==> config.mk <==
export PLATFORM = sky130hd
export DESIGN_NAME = vec_top
export DESIGN_NICKNAME = d
export VERILOG_FILES = /design/src/vec_pkg.sv /design/src/vec_fifo.sv /design/src/vec_vrf.sv /design/src/vec_lane.sv /design/src/vec_dispatcher.sv /design/src/vec_top.sv
export SDC_FILE = /design/constraint.sdc
export NUM_CORES = 2
export LEC_CHECK = 0
export BUFFER_PORTS_ARGS = -buffer_cell sky130_fd_sc_hd__buf_2
export CAP_MARGIN = 20
export CORE_MARGIN = 8
export CORE_UTILIZATION = 35
export DETAILED_ROUTE_END_ITERATION = 8
export GPL_TIMING_DRIVEN = 1
export SKIP_CTS_REPAIR_TIMING = 1
export SYNTH_ARGS = -nofsm -noshare
export SYNTH_HDL_FRONTEND = slang
export SYNTH_SLANG_ARGS = --single-unit
==> constraint.sdc <==
create_clock -name clk_i -period 12.91 [get_ports clk_i]
set_input_delay 1.291 -clock clk_i [delete_from_list [all_inputs] [get_ports clk_i]]
set_output_delay 1.291 -clock clk_i [all_outputs]
set_load 0.02 [all_outputs]
==> src/vec_pkg.sv <==
package vec_pkg;

  ////////////////////////////////////////////////////////////
  // Sizes
  ////////////////////////////////////////////////////////////

  // Lane count, must stay a power of two
  localparam int unsigned NrLanes      = 4;
  localparam int unsigned LaneIdxWidth = $clog2(NrLanes);

  localparam int unsigned ElemWidth    = 32;
  localparam int unsigned NrVRegs      = 8;
  localparam int unsigned RegIdxWidth  = $clog2(NrVRegs);

  // Request and response queues share one depth
  localparam int unsigned FifoDepth    = 4;
  localparam int unsigned FifoPtrWidth = $clog2(FifoDepth);
  localparam int unsigned FifoCntWidth = $clog2(FifoDepth + 1);

  ////////////////////////////////////////////////////////////
  // Types
  ////////////////////////////////////////////////////////////

  typedef logic [ElemWidth-1:0]    elem_t;
  typedef logic [RegIdxWidth-1:0]  reg_idx_t;
  typedef logic [LaneIdxWidth-1:0] lane_idx_t;

  // Code 7 is left free and decodes as illegal
  typedef enum logic [2:0] {
    OP_VADD   = 3'd0,
    OP_VSUB   = 3'd1,
    OP_VAND   = 3'd2,
    OP_VXOR   = 3'd3,
    OP_VMV_VX = 3'd4,
    OP_VID    = 3'd5,
    OP_VEXT   = 3'd6
  } vec_op_e;

  // Host instruction
  typedef struct packed {
    vec_op_e  op;
    reg_idx_t vd;
    reg_idx_t vs1;
    reg_idx_t vs2;
    elem_t    scalar;
  } vec_insn_t;

  // Host response
  typedef struct packed {
    elem_t data;
    logic  illegal;
  } vec_resp_t;

  // Issue word seen by every lane
  typedef struct packed {
    vec_op_e  op;
    reg_idx_t vd;
    reg_idx_t vs1;
    reg_idx_t vs2;
  } lane_req_t;

  // One stage of the lane-to-lane broadcast chain
  typedef struct packed {
    logic  valid;
    logic  last;
    elem_t data;
  } bc_t;

endpackage

==> src/vec_fifo.sv <==
`timescale 1ns/1ps

module vec_fifo import vec_pkg::*; #(
  parameter type payload_t = logic
) (
  input  logic     clk_i,
  input  logic     reset_i,
  // Write side
  input  logic     in_valid_i,
  input  payload_t in_data_i,
  output logic     in_ready_o,
  // Read side
  output logic     out_valid_o,
  output payload_t out_data_o,
  input  logic     out_ready_i
);

  payload_t [FifoDepth-1:0] mem_q;

  logic [FifoPtrWidth-1:0] wr_ptr_q;
  logic [FifoPtrWidth-1:0] rd_ptr_q;
  logic [FifoCntWidth-1:0] cnt_q;

  logic push;
  logic pop;

  assign in_ready_o  = (cnt_q != FifoCntWidth'(FifoDepth));
  assign out_valid_o = (cnt_q != '0);
  assign out_data_o  = mem_q[rd_ptr_q];

  assign push = in_valid_i & in_ready_o;
  assign pop  = out_valid_o & out_ready_i;

  // Pointers and fill level
  always_ff @(posedge clk_i) begin
    if (reset_i) begin
      wr_ptr_q <= '0;
      rd_ptr_q <= '0;
      cnt_q    <= '0;
    end else begin
      if (push) begin
        wr_ptr_q <= (wr_ptr_q == FifoPtrWidth'(FifoDepth - 1)) ? '0 : wr_ptr_q + 1'b1;
      end
      if (pop) begin
        rd_ptr_q <= (rd_ptr_q == FifoPtrWidth'(FifoDepth - 1)) ? '0 : rd_ptr_q + 1'b1;
      end
      // Simultaneous push and pop keeps the level
      if (push && !pop) begin
        cnt_q <= cnt_q + 1'b1;
      end else if (pop && !push) begin
        cnt_q <= cnt_q - 1'b1;
      end
    end
  end

  // Storage
  always_ff @(posedge clk_i) begin
    if (push) begin
      mem_q[wr_ptr_q] <= in_data_i;
    end
  end

endmodule

==> src/vec_vrf.sv <==
`timescale 1ns/1ps

module vec_vrf import vec_pkg::*; (
  input  logic     clk_i,
  input  logic     reset_i,
  // Read ports
  input  reg_idx_t raddr_a_i,
  input  reg_idx_t raddr_b_i,
  output elem_t    rdata_a_o,
  output elem_t    rdata_b_o,
  // Write port
  input  logic     we_i,
  input  reg_idx_t waddr_i,
  input  elem_t    wdata_i
);

  // One element of each vector register
  elem_t [NrVRegs-1:0] regs_q;

  // Combinational reads
  assign rdata_a_o = regs_q[raddr_a_i];
  assign rdata_b_o = regs_q[raddr_b_i];

  always_ff @(posedge clk_i) begin
    if (reset_i) begin
      regs_q <= '0;
    end else if (we_i) begin
      regs_q[waddr_i] <= wdata_i;
    end
  end

endmodule

==> src/vec_lane.sv <==
`timescale 1ns/1ps

module vec_lane import vec_pkg::*; #(
  parameter int unsigned LaneId = 0
) (
  input  logic      clk_i,
  input  logic      reset_i,
  // Issue from the dispatcher
  input  logic      issue_valid_i,
  input  lane_req_t issue_req_i,
  // Broadcast chain
  input  bc_t       bc_i,
  output bc_t       bc_o,
  // Back to the dispatcher
  output elem_t     operand_o,
  output logic      done_o
);

  elem_t    rdata_a;
  elem_t    rdata_b;
  elem_t    alu_res;
  logic     alu_we;
  logic     bc_we;
  logic     wr_en;
  reg_idx_t waddr;
  elem_t    wdata;

  logic     bc_pending_q;
  reg_idx_t bc_vd_q;
  bc_t      bc_q;
  logic     done_q;

  ////////////////////////////////////////////////////////////
  // ALU
  ////////////////////////////////////////////////////////////

  always_comb begin
    alu_res = '0;
    alu_we  = 1'b0;
    if (issue_valid_i) begin
      case (issue_req_i.op)
        OP_VADD: begin
          alu_res = rdata_a + rdata_b;
          alu_we  = 1'b1;
        end
        OP_VSUB: begin
          alu_res = rdata_a - rdata_b;
          alu_we  = 1'b1;
        end
        OP_VAND: begin
          alu_res = rdata_a & rdata_b;
          alu_we  = 1'b1;
        end
        OP_VXOR: begin
          alu_res = rdata_a ^ rdata_b;
          alu_we  = 1'b1;
        end
        OP_VID: begin
          alu_res = elem_t'(LaneId);
          alu_we  = 1'b1;
        end
        // Broadcast writes later, extract only reads
        default: ;
      endcase
    end
  end

  ////////////////////////////////////////////////////////////
  // Write-back and broadcast stage
  ////////////////////////////////////////////////////////////

  assign bc_we = bc_pending_q & bc_i.valid;
  assign wr_en = alu_we | bc_we;
  assign waddr = bc_we ? bc_vd_q : issue_req_i.vd;
  assign wdata = bc_we ? bc_i.data : alu_res;

  always_ff @(posedge clk_i) begin
    if (reset_i) begin
      bc_pending_q <= 1'b0;
      bc_q         <= '0;
      done_q       <= 1'b0;
    end else begin
      if (issue_valid_i && issue_req_i.op == OP_VMV_VX) begin
        bc_pending_q <= 1'b1;
      end else if (bc_we && bc_i.last) begin
        bc_pending_q <= 1'b0;
      end
      // Pass the scalar on to the next lane
      bc_q   <= bc_i;
      done_q <= wr_en;
    end
  end

  // Destination held until the scalar arrives
  always_ff @(posedge clk_i) begin
    if (issue_valid_i && issue_req_i.op == OP_VMV_VX) begin
      bc_vd_q <= issue_req_i.vd;
    end
  end

  assign bc_o      = bc_q;
  assign done_o    = done_q;
  assign operand_o = rdata_b;

  vec_vrf i_vrf (
    .clk_i    (clk_i          ),
    .reset_i  (reset_i        ),
    .raddr_a_i(issue_req_i.vs1),
    .raddr_b_i(issue_req_i.vs2),
    .rdata_a_o(rdata_a        ),
    .rdata_b_o(rdata_b        ),
    .we_i     (wr_en          ),
    .waddr_i  (waddr          ),
    .wdata_i  (wdata          )
  );

endmodule

==> src/vec_dispatcher.sv <==
`timescale 1ns/1ps

module vec_dispatcher import vec_pkg::*; (
  input  logic                    clk_i,
  input  logic                    reset_i,
  // From the request queue
  input  logic                    insn_valid_i,
  input  vec_insn_t               insn_i,
  output logic                    insn_ready_o,
  // To the response queue
  output logic                    resp_valid_o,
  output vec_resp_t               resp_o,
  input  logic                    resp_ready_i,
  // To the lanes
  output logic                    issue_valid_o,
  output lane_req_t               issue_req_o,
  output bc_t                     bc_head_o,
  // From the lanes
  input  elem_t [NrLanes-1:0]     lane_operand_i,
  input  logic                    lane_done_i
);

  typedef enum logic [1:0] {
    IDLE,
    WAIT_DONE,
    RESPOND
  } state_e;

  state_e    state_q, state_d;
  vec_resp_t resp_q, resp_d;
  bc_t       bc_head_q;

  logic      insn_fire;
  logic      insn_legal;
  logic      bc_issue;
  lane_idx_t ext_lane;

  ////////////////////////////////////////////////////////////
  // Decode
  ////////////////////////////////////////////////////////////

  // Only start when the response queue has room for the answer
  assign insn_ready_o = (state_q == IDLE) & resp_ready_i;
  assign insn_fire    = insn_valid_i & insn_ready_o;

  always_comb begin
    case (insn_i.op)
      OP_VADD, OP_VSUB, OP_VAND, OP_VXOR,
      OP_VMV_VX, OP_VID, OP_VEXT: insn_legal = 1'b1;
      default:                    insn_legal = 1'b0;
    endcase
  end

  // Extract picks its lane from the low scalar bits
  assign ext_lane = insn_i.scalar[LaneIdxWidth-1:0];

  // Lanes only look at this when issue_valid_o is high
  assign issue_req_o = '{
    op:  insn_i.op,
    vd:  insn_i.vd,
    vs1: insn_i.vs1,
    vs2: insn_i.vs2
  };

  ////////////////////////////////////////////////////////////
  // Control FSM
  ////////////////////////////////////////////////////////////

  always_comb begin
    state_d       = state_q;
    resp_d        = resp_q;
    issue_valid_o = 1'b0;
    bc_issue      = 1'b0;

    case (state_q)
      IDLE: begin
        if (insn_fire) begin
          if (!insn_legal) begin
            resp_d  = '{data: '0, illegal: 1'b1};
            state_d = RESPOND;
          end else if (insn_i.op == OP_VEXT) begin
            // Read-only, the lane operand is already valid
            issue_valid_o = 1'b1;
            resp_d        = '{data: lane_operand_i[ext_lane], illegal: 1'b0};
            state_d       = RESPOND;
          end else begin
            issue_valid_o = 1'b1;
            bc_issue      = (insn_i.op == OP_VMV_VX);
            resp_d        = '{data: '0, illegal: 1'b0};
            state_d       = WAIT_DONE;
          end
        end
      end
      WAIT_DONE: begin
        // Last lane reports the final write
        if (lane_done_i) begin
          state_d = RESPOND;
        end
      end
      RESPOND: begin
        if (resp_ready_i) begin
          state_d = IDLE;
        end
      end
      default: state_d = IDLE;
    endcase
  end

  assign resp_valid_o = (state_q == RESPOND);
  assign resp_o       = resp_q;
  assign bc_head_o    = bc_head_q;

  always_ff @(posedge clk_i) begin
    if (reset_i) begin
      state_q   <= IDLE;
      bc_head_q <= '0;
    end else begin
      state_q   <= state_d;
      // Head of the chain, one word per broadcast
      bc_head_q <= '{valid: bc_issue, last: 1'b1, data: insn_i.scalar};
    end
  end

  always_ff @(posedge clk_i) begin
    resp_q <= resp_d;
  end

endmodule

==> src/vec_top.sv <==
`timescale 1ns/1ps

module vec_top import vec_pkg::*; (
  input  logic      clk_i,
  input  logic      reset_i,
  // Host request channel
  input  logic      req_valid_i,
  input  vec_insn_t req_i,
  output logic      req_ready_o,
  // Host response channel
  output logic      resp_valid_o,
  output vec_resp_t resp_o,
  input  logic      resp_ready_i
);

  ////////////////////////////////////////////////////////////
  // Queues
  ////////////////////////////////////////////////////////////

  logic      insn_valid;
  vec_insn_t insn;
  logic      insn_ready;
  logic      disp_resp_valid;
  vec_resp_t disp_resp;
  logic      disp_resp_ready;

  vec_fifo #(.payload_t(vec_insn_t)) i_req_fifo (
    .clk_i      (clk_i      ),
    .reset_i    (reset_i    ),
    .in_valid_i (req_valid_i),
    .in_data_i  (req_i      ),
    .in_ready_o (req_ready_o),
    .out_valid_o(insn_valid ),
    .out_data_o (insn       ),
    .out_ready_i(insn_ready )
  );

  vec_fifo #(.payload_t(vec_resp_t)) i_resp_fifo (
    .clk_i      (clk_i          ),
    .reset_i    (reset_i        ),
    .in_valid_i (disp_resp_valid),
    .in_data_i  (disp_resp      ),
    .in_ready_o (disp_resp_ready),
    .out_valid_o(resp_valid_o   ),
    .out_data_o (resp_o         ),
    .out_ready_i(resp_ready_i   )
  );

  ////////////////////////////////////////////////////////////
  // Dispatcher
  ////////////////////////////////////////////////////////////

  logic                issue_valid;
  lane_req_t           issue_req;
  bc_t                 bc_head;
  elem_t [NrLanes-1:0] lane_operand;
  logic  [NrLanes-1:0] lane_done;

  vec_dispatcher i_dispatcher (
    .clk_i         (clk_i               ),
    .reset_i       (reset_i             ),
    .insn_valid_i  (insn_valid          ),
    .insn_i        (insn                ),
    .insn_ready_o  (insn_ready          ),
    .resp_valid_o  (disp_resp_valid     ),
    .resp_o        (disp_resp           ),
    .resp_ready_i  (disp_resp_ready     ),
    .issue_valid_o (issue_valid         ),
    .issue_req_o   (issue_req           ),
    .bc_head_o     (bc_head             ),
    .lane_operand_i(lane_operand        ),
    .lane_done_i   (lane_done[NrLanes-1])
  );

  ////////////////////////////////////////////////////////////
  // Lanes
  ////////////////////////////////////////////////////////////

  bc_t [NrLanes-1:0] bc_in;
  bc_t [NrLanes-1:0] bc_out;

  for (genvar k = 0; k < NrLanes; k++) begin : gen_lanes
    vec_lane #(.LaneId(k)) i_lane (
      .clk_i        (clk_i          ),
      .reset_i      (reset_i        ),
      .issue_valid_i(issue_valid    ),
      .issue_req_i  (issue_req      ),
      .bc_i         (bc_in[k]       ),
      .bc_o         (bc_out[k]      ),
      .operand_o    (lane_operand[k]),
      .done_o       (lane_done[k]   )
    );

    // Lane 0 takes the head, the others the previous stage
    if (k == 0) begin : gen_bc_head
      assign bc_in[k] = bc_head;
    end else begin : gen_bc_link
      assign bc_in[k] = bc_out[k-1];
    end
  end

endmodule

==> flow_summary.toml <==
[sta]
report.final.hold_viol_count = 0
relative_max_transition_margin = 0.107
period_needed_ps = 8820
timing_max_transition_violations_final = 0
final.hold.worst_slack_ps = 471
final.setup.tns_ps = 0
worstMarginPinSlew_ps = 1340
clock-skew-final_ps = 65.4
timing.final.setup_violations = 0
fmax_mhz = 113
min_period_over_period = 0.683
rsz0062_at_grt = "no"
setup_slack_ps = 4090

[clock_network]
buffers_from_clock_root_to_sink_at_most = 3
cts_buffers = 164
worst_setup_hold_path_clk_slew_ps = 60
clock_sink_count = 1525
tritoncts = "built"
insertion_delay_ps = 860
cts_max_level = 4
clockRootBuffer = "sky130_fd_sc_hd__clkbuf_16"

[floorplanning]
initial_core_util = 0.352
die_area_um2 = 250000
placeableCoreArea_um2 = 233000
die_height_um = 500
boundaryPins = 83
num_rows = 177
die_x_um = 500

[placement]
numPortBuffers = 82
placed_cells = 10651
place_congestion = 0.976
dpl_worst_slack_ps = 4260
place.detailed.hpwl_um = 189000

[cells_and_area]
fillers = 22394
nNetsFinal = 8008
layout_cells_excl_fill = 10966
syn_to_final_growth_pct = 10.8
fin_util = 0.390
multiInputGateArea_um2 = 45100
layout-drive-gt1-share = 0.168
regArea_um2 = 34000

[route]
remaining_design_rule_violation_count = 9
detail_route.vias_per_cell = 6.04
drt_first_pass_iters = 9
postRouteWirelength_um = 287000
avgRoutedWirePerCell_um = 26.2
drt.antenna.violating_nets = 0
routed_via_count = 66271
detail_route.iter0.violations = 8024

[global_routing]
grt_use_met3 = 0.0536
number_of_global_route_vias_before_repair = 63911
grt_use_met2 = 0.325
antenna_found_initial = 26
grt_start_max_net_pins = 191
use_met1 = 0.296
grt.total_usage = 0.219
overflow = 0
grt_first_pass_wirelength_um = 422000
gr-max-usage-layer = "met2"

[setup_path]
rrSetupSlack_ps = 4090
cp.arrival_ps = 9560
cp.required_ps = 13650
critPathLaunchType = "register"
startpoint = "i_req_fifo.rd_ptr_q[1]$_SDFFE_PP0P_"
ff2ff_path_depth = 23
reg2reg_from = "i_req_fifo.rd_ptr_q[1]$_SDFFE_PP0P_"
endpoint_of_the_worst_slack_reg_to_reg_timing_path = "gen_lanes[2].i_lane.i_vrf.regs_q[30]$_SDFFE_PP0P_"
critPathKind = "register to register"
timing.critical_path.to_type = "register"
max_fo_critical_path = 89
setup.worst_path.end = "gen_lanes[2].i_lane.i_vrf.regs_q[30]$_SDFFE_PP0P_"

[yosys]
post-synth-top-area-fraction = 0.288
distinct_cells_synth = 104
ys_async_sr_fraction = 0
seq_total_area_yosys = 0.415
syn-cell-area_um2 = 82000
yosys_most_used_dff = "sky130_fd_sc_hd__dfxtp_1"
yosys_warnings = 0
avgSynthCellArea_um2 = 10.3
post_synth_top_area_cell = "sky130_fd_sc_hd__dfxtp_1"
synthMostInstantiatedCell = "sky130_fd_sc_hd__dfxtp_1"
flip_flop_and_latch_count_after_synthesis = 1525
number_of_enable_flip_flop_cells_after_synthesis = 344
syn_nets = 8243
syn-instance-count = 7921
post_synth_main_area_contributors = "sky130_fd_sc_hd__dfxtp_1 (29%), sky130_fd_sc_hd__mux4_2 (15%), sky130_fd_sc_hd__edfxtp_1 (13%)"
post_synth_most_frequent_cells = "sky130_fd_sc_hd__dfxtp_1 (1181), sky130_fd_sc_hd__nor2_1 (1029), sky130_fd_sc_hd__a211oi_1 (693), sky130_fd_sc_hd__mux4_2 (550), sky130_fd_sc_hd__nand2_1 (525)"

[min_path]
hold_class = "register to register"
min_path_cells = 2

[power_and_ir_drop]
pwr_density_cell_nw_per_um2 = 278
cellLeakagePower_nw = 32.5
ir_worst_vdd_uv = 225

[outcome]
failed_checks = "DRC"
status = "finished with violations"

[run]
maxCapViolations = 0
## report_power, final
part / switching (mW) / leakage, nW / internal [mW]
combinational: 8.98 / 17.1 / 5.14
clock: 2.12 / 2.72 / 2.80
sequential: 0.557 / 12.7 / 5.63
total: 11.6 / 32.5 / 13.6
## flip-flops by register name, summed over array words and instances, names as in the netlist
register	flops
gen_lanes.i_lane.bc_o	102
gen_lanes.i_lane.bc_pending_q	4
gen_lanes.i_lane.bc_vd_q	3
gen_lanes.i_lane.done_o	1
gen_lanes.i_lane.i_vrf.regs_q	1024
i_dispatcher.bc_head_o	34
i_dispatcher.resp_o	33
i_dispatcher.state_q	2
i_req_fifo.cnt_q	3
i_req_fifo.mem_q	176
i_req_fifo.rd_ptr_q	2
i_req_fifo.wr_ptr_q	2
i_resp_fifo.cnt_q	3
i_resp_fifo.mem_q	132
i_resp_fifo.rd_ptr_q	2
i_resp_fifo.wr_ptr_q	2
## cell families after synthesis
kind of cell	Yosys count	synth area share
compound gates	2082	0.168
mux	906	0.199
xor+xnor	218	0.0233
flops	1525	0.415
simple gates	2127	0.113
fa+ha+maj	274	0.0424
buf+inv	789	0.0400
## per-layer routing
| metal | vias to the layer above | part of all wire |
|---|---|---|
| met3 | 780 | 0.10 |
| met4 | 8 | 0.060 |
| li1 | 29319 | - |
| met2 | 3531 | 0.43 |
| met1 | 32633 | 0.41 |
| met5 | - | 0.00017 |
## layout by cell type (no fill, tap or decap), drive strengths merged, types with 48 or more instances in the layout
cell and count:
a21o 49, xnor2 165, a222oi 56, clkbuf 213
clkinv 56, nor3 91, a22oi 62, ha 268
o21ai 443, nor2 1032, mux2i 198, a211oi 693
mux4 551, inv 171, a21oi 448, and2 58
nor2b 123, nand2 525, buf 220, nand3 136
edfxtp 344, and3 48, xor2 53, dfxtp 1181
a31oi 63, mux2 157
## worst max-delay path, cell delays in order (launching register included)
cell	delay, ps
sky130_fd_sc_hd__dfxtp_2	310
sky130_fd_sc_hd__buf_4	650
sky130_fd_sc_hd__mux4_4	880
sky130_fd_sc_hd__buf_12	490
sky130_fd_sc_hd__buf_4	760
sky130_fd_sc_hd__mux4_2	410
sky130_fd_sc_hd__mux2i_1	330
sky130_fd_sc_hd__inv_2	130
sky130_fd_sc_hd__nor4_2	410
sky130_fd_sc_hd__and3_2	300
sky130_fd_sc_hd__a21oi_1	90
sky130_fd_sc_hd__xnor2_1	170
sky130_fd_sc_hd__ha_1	380
sky130_fd_sc_hd__a21o_1	180
sky130_fd_sc_hd__a21o_1	180
sky130_fd_sc_hd__a2111oi_0	580
sky130_fd_sc_hd__o31ai_1	150
sky130_fd_sc_hd__a41o_1	300
sky130_fd_sc_hd__o2111ai_1	400
sky130_fd_sc_hd__a21oi_1	190
sky130_fd_sc_hd__nand4b_1	210
sky130_fd_sc_hd__a31oi_1	700
sky130_fd_sc_hd__nand2_1	110
sky130_fd_sc_hd__a21oi_1	170
## per-stage QoR
| step | cell area [µm²] | total power, mW |
|---|---|---|
| after floorplan | 82000 | 15.9 |
| after global placement | 85100 | 19.8 |
| after detailed placement | 85100 | 20.0 |
| after CTS | 90800 | 24.9 |
| after global routing | 90800 | 26.4 |
| final | 90800 | 25.2 |
## worst min-delay path by stage
stage | start | to | slack, ps
floorplan | i_dispatcher.bc_head_o[24]$_SDFF_PP0_ | gen_lanes[0].i_lane.bc_o[24]$_SDFF_PP0_ | 430
global placement | gen_lanes[1].i_lane.bc_o[32]$_SDFF_PP0_ | gen_lanes[2].i_lane.bc_o[32]$_SDFF_PP0_ | 450
detailed placement | i_dispatcher.bc_head_o[32]$_DFF_P_ | gen_lanes[0].i_lane.bc_o[32]$_SDFF_PP0_ | 460
CTS | gen_lanes[3].i_lane.i_vrf.regs_q[204]$_SDFFE_PP0P_ | gen_lanes[3].i_lane.i_vrf.regs_q[204]$_SDFFE_PP0P_ | 470
global route | i_dispatcher.bc_head_o[32]$_DFF_P_ | gen_lanes[0].i_lane.bc_o[32]$_SDFF_PP0_ | 490
finish | gen_lanes[2].i_lane.bc_pending_q$_SDFFE_PP0P_ | gen_lanes[2].i_lane.bc_pending_q$_SDFFE_PP0P_ | 470
## final cells by class
type,instances,share of cell area
multi-input cells,5607,0.496
flip-flops and latches,1525,0.374
clock buffers,213,0.0505
well taps,3132,0.0432
repair buffers,220,0.0167
clock inverters,87,0.0116
inverters,168,0.00703
diodes,14,0.000386
No activity file was read; power rests on OpenSTA's default activity.
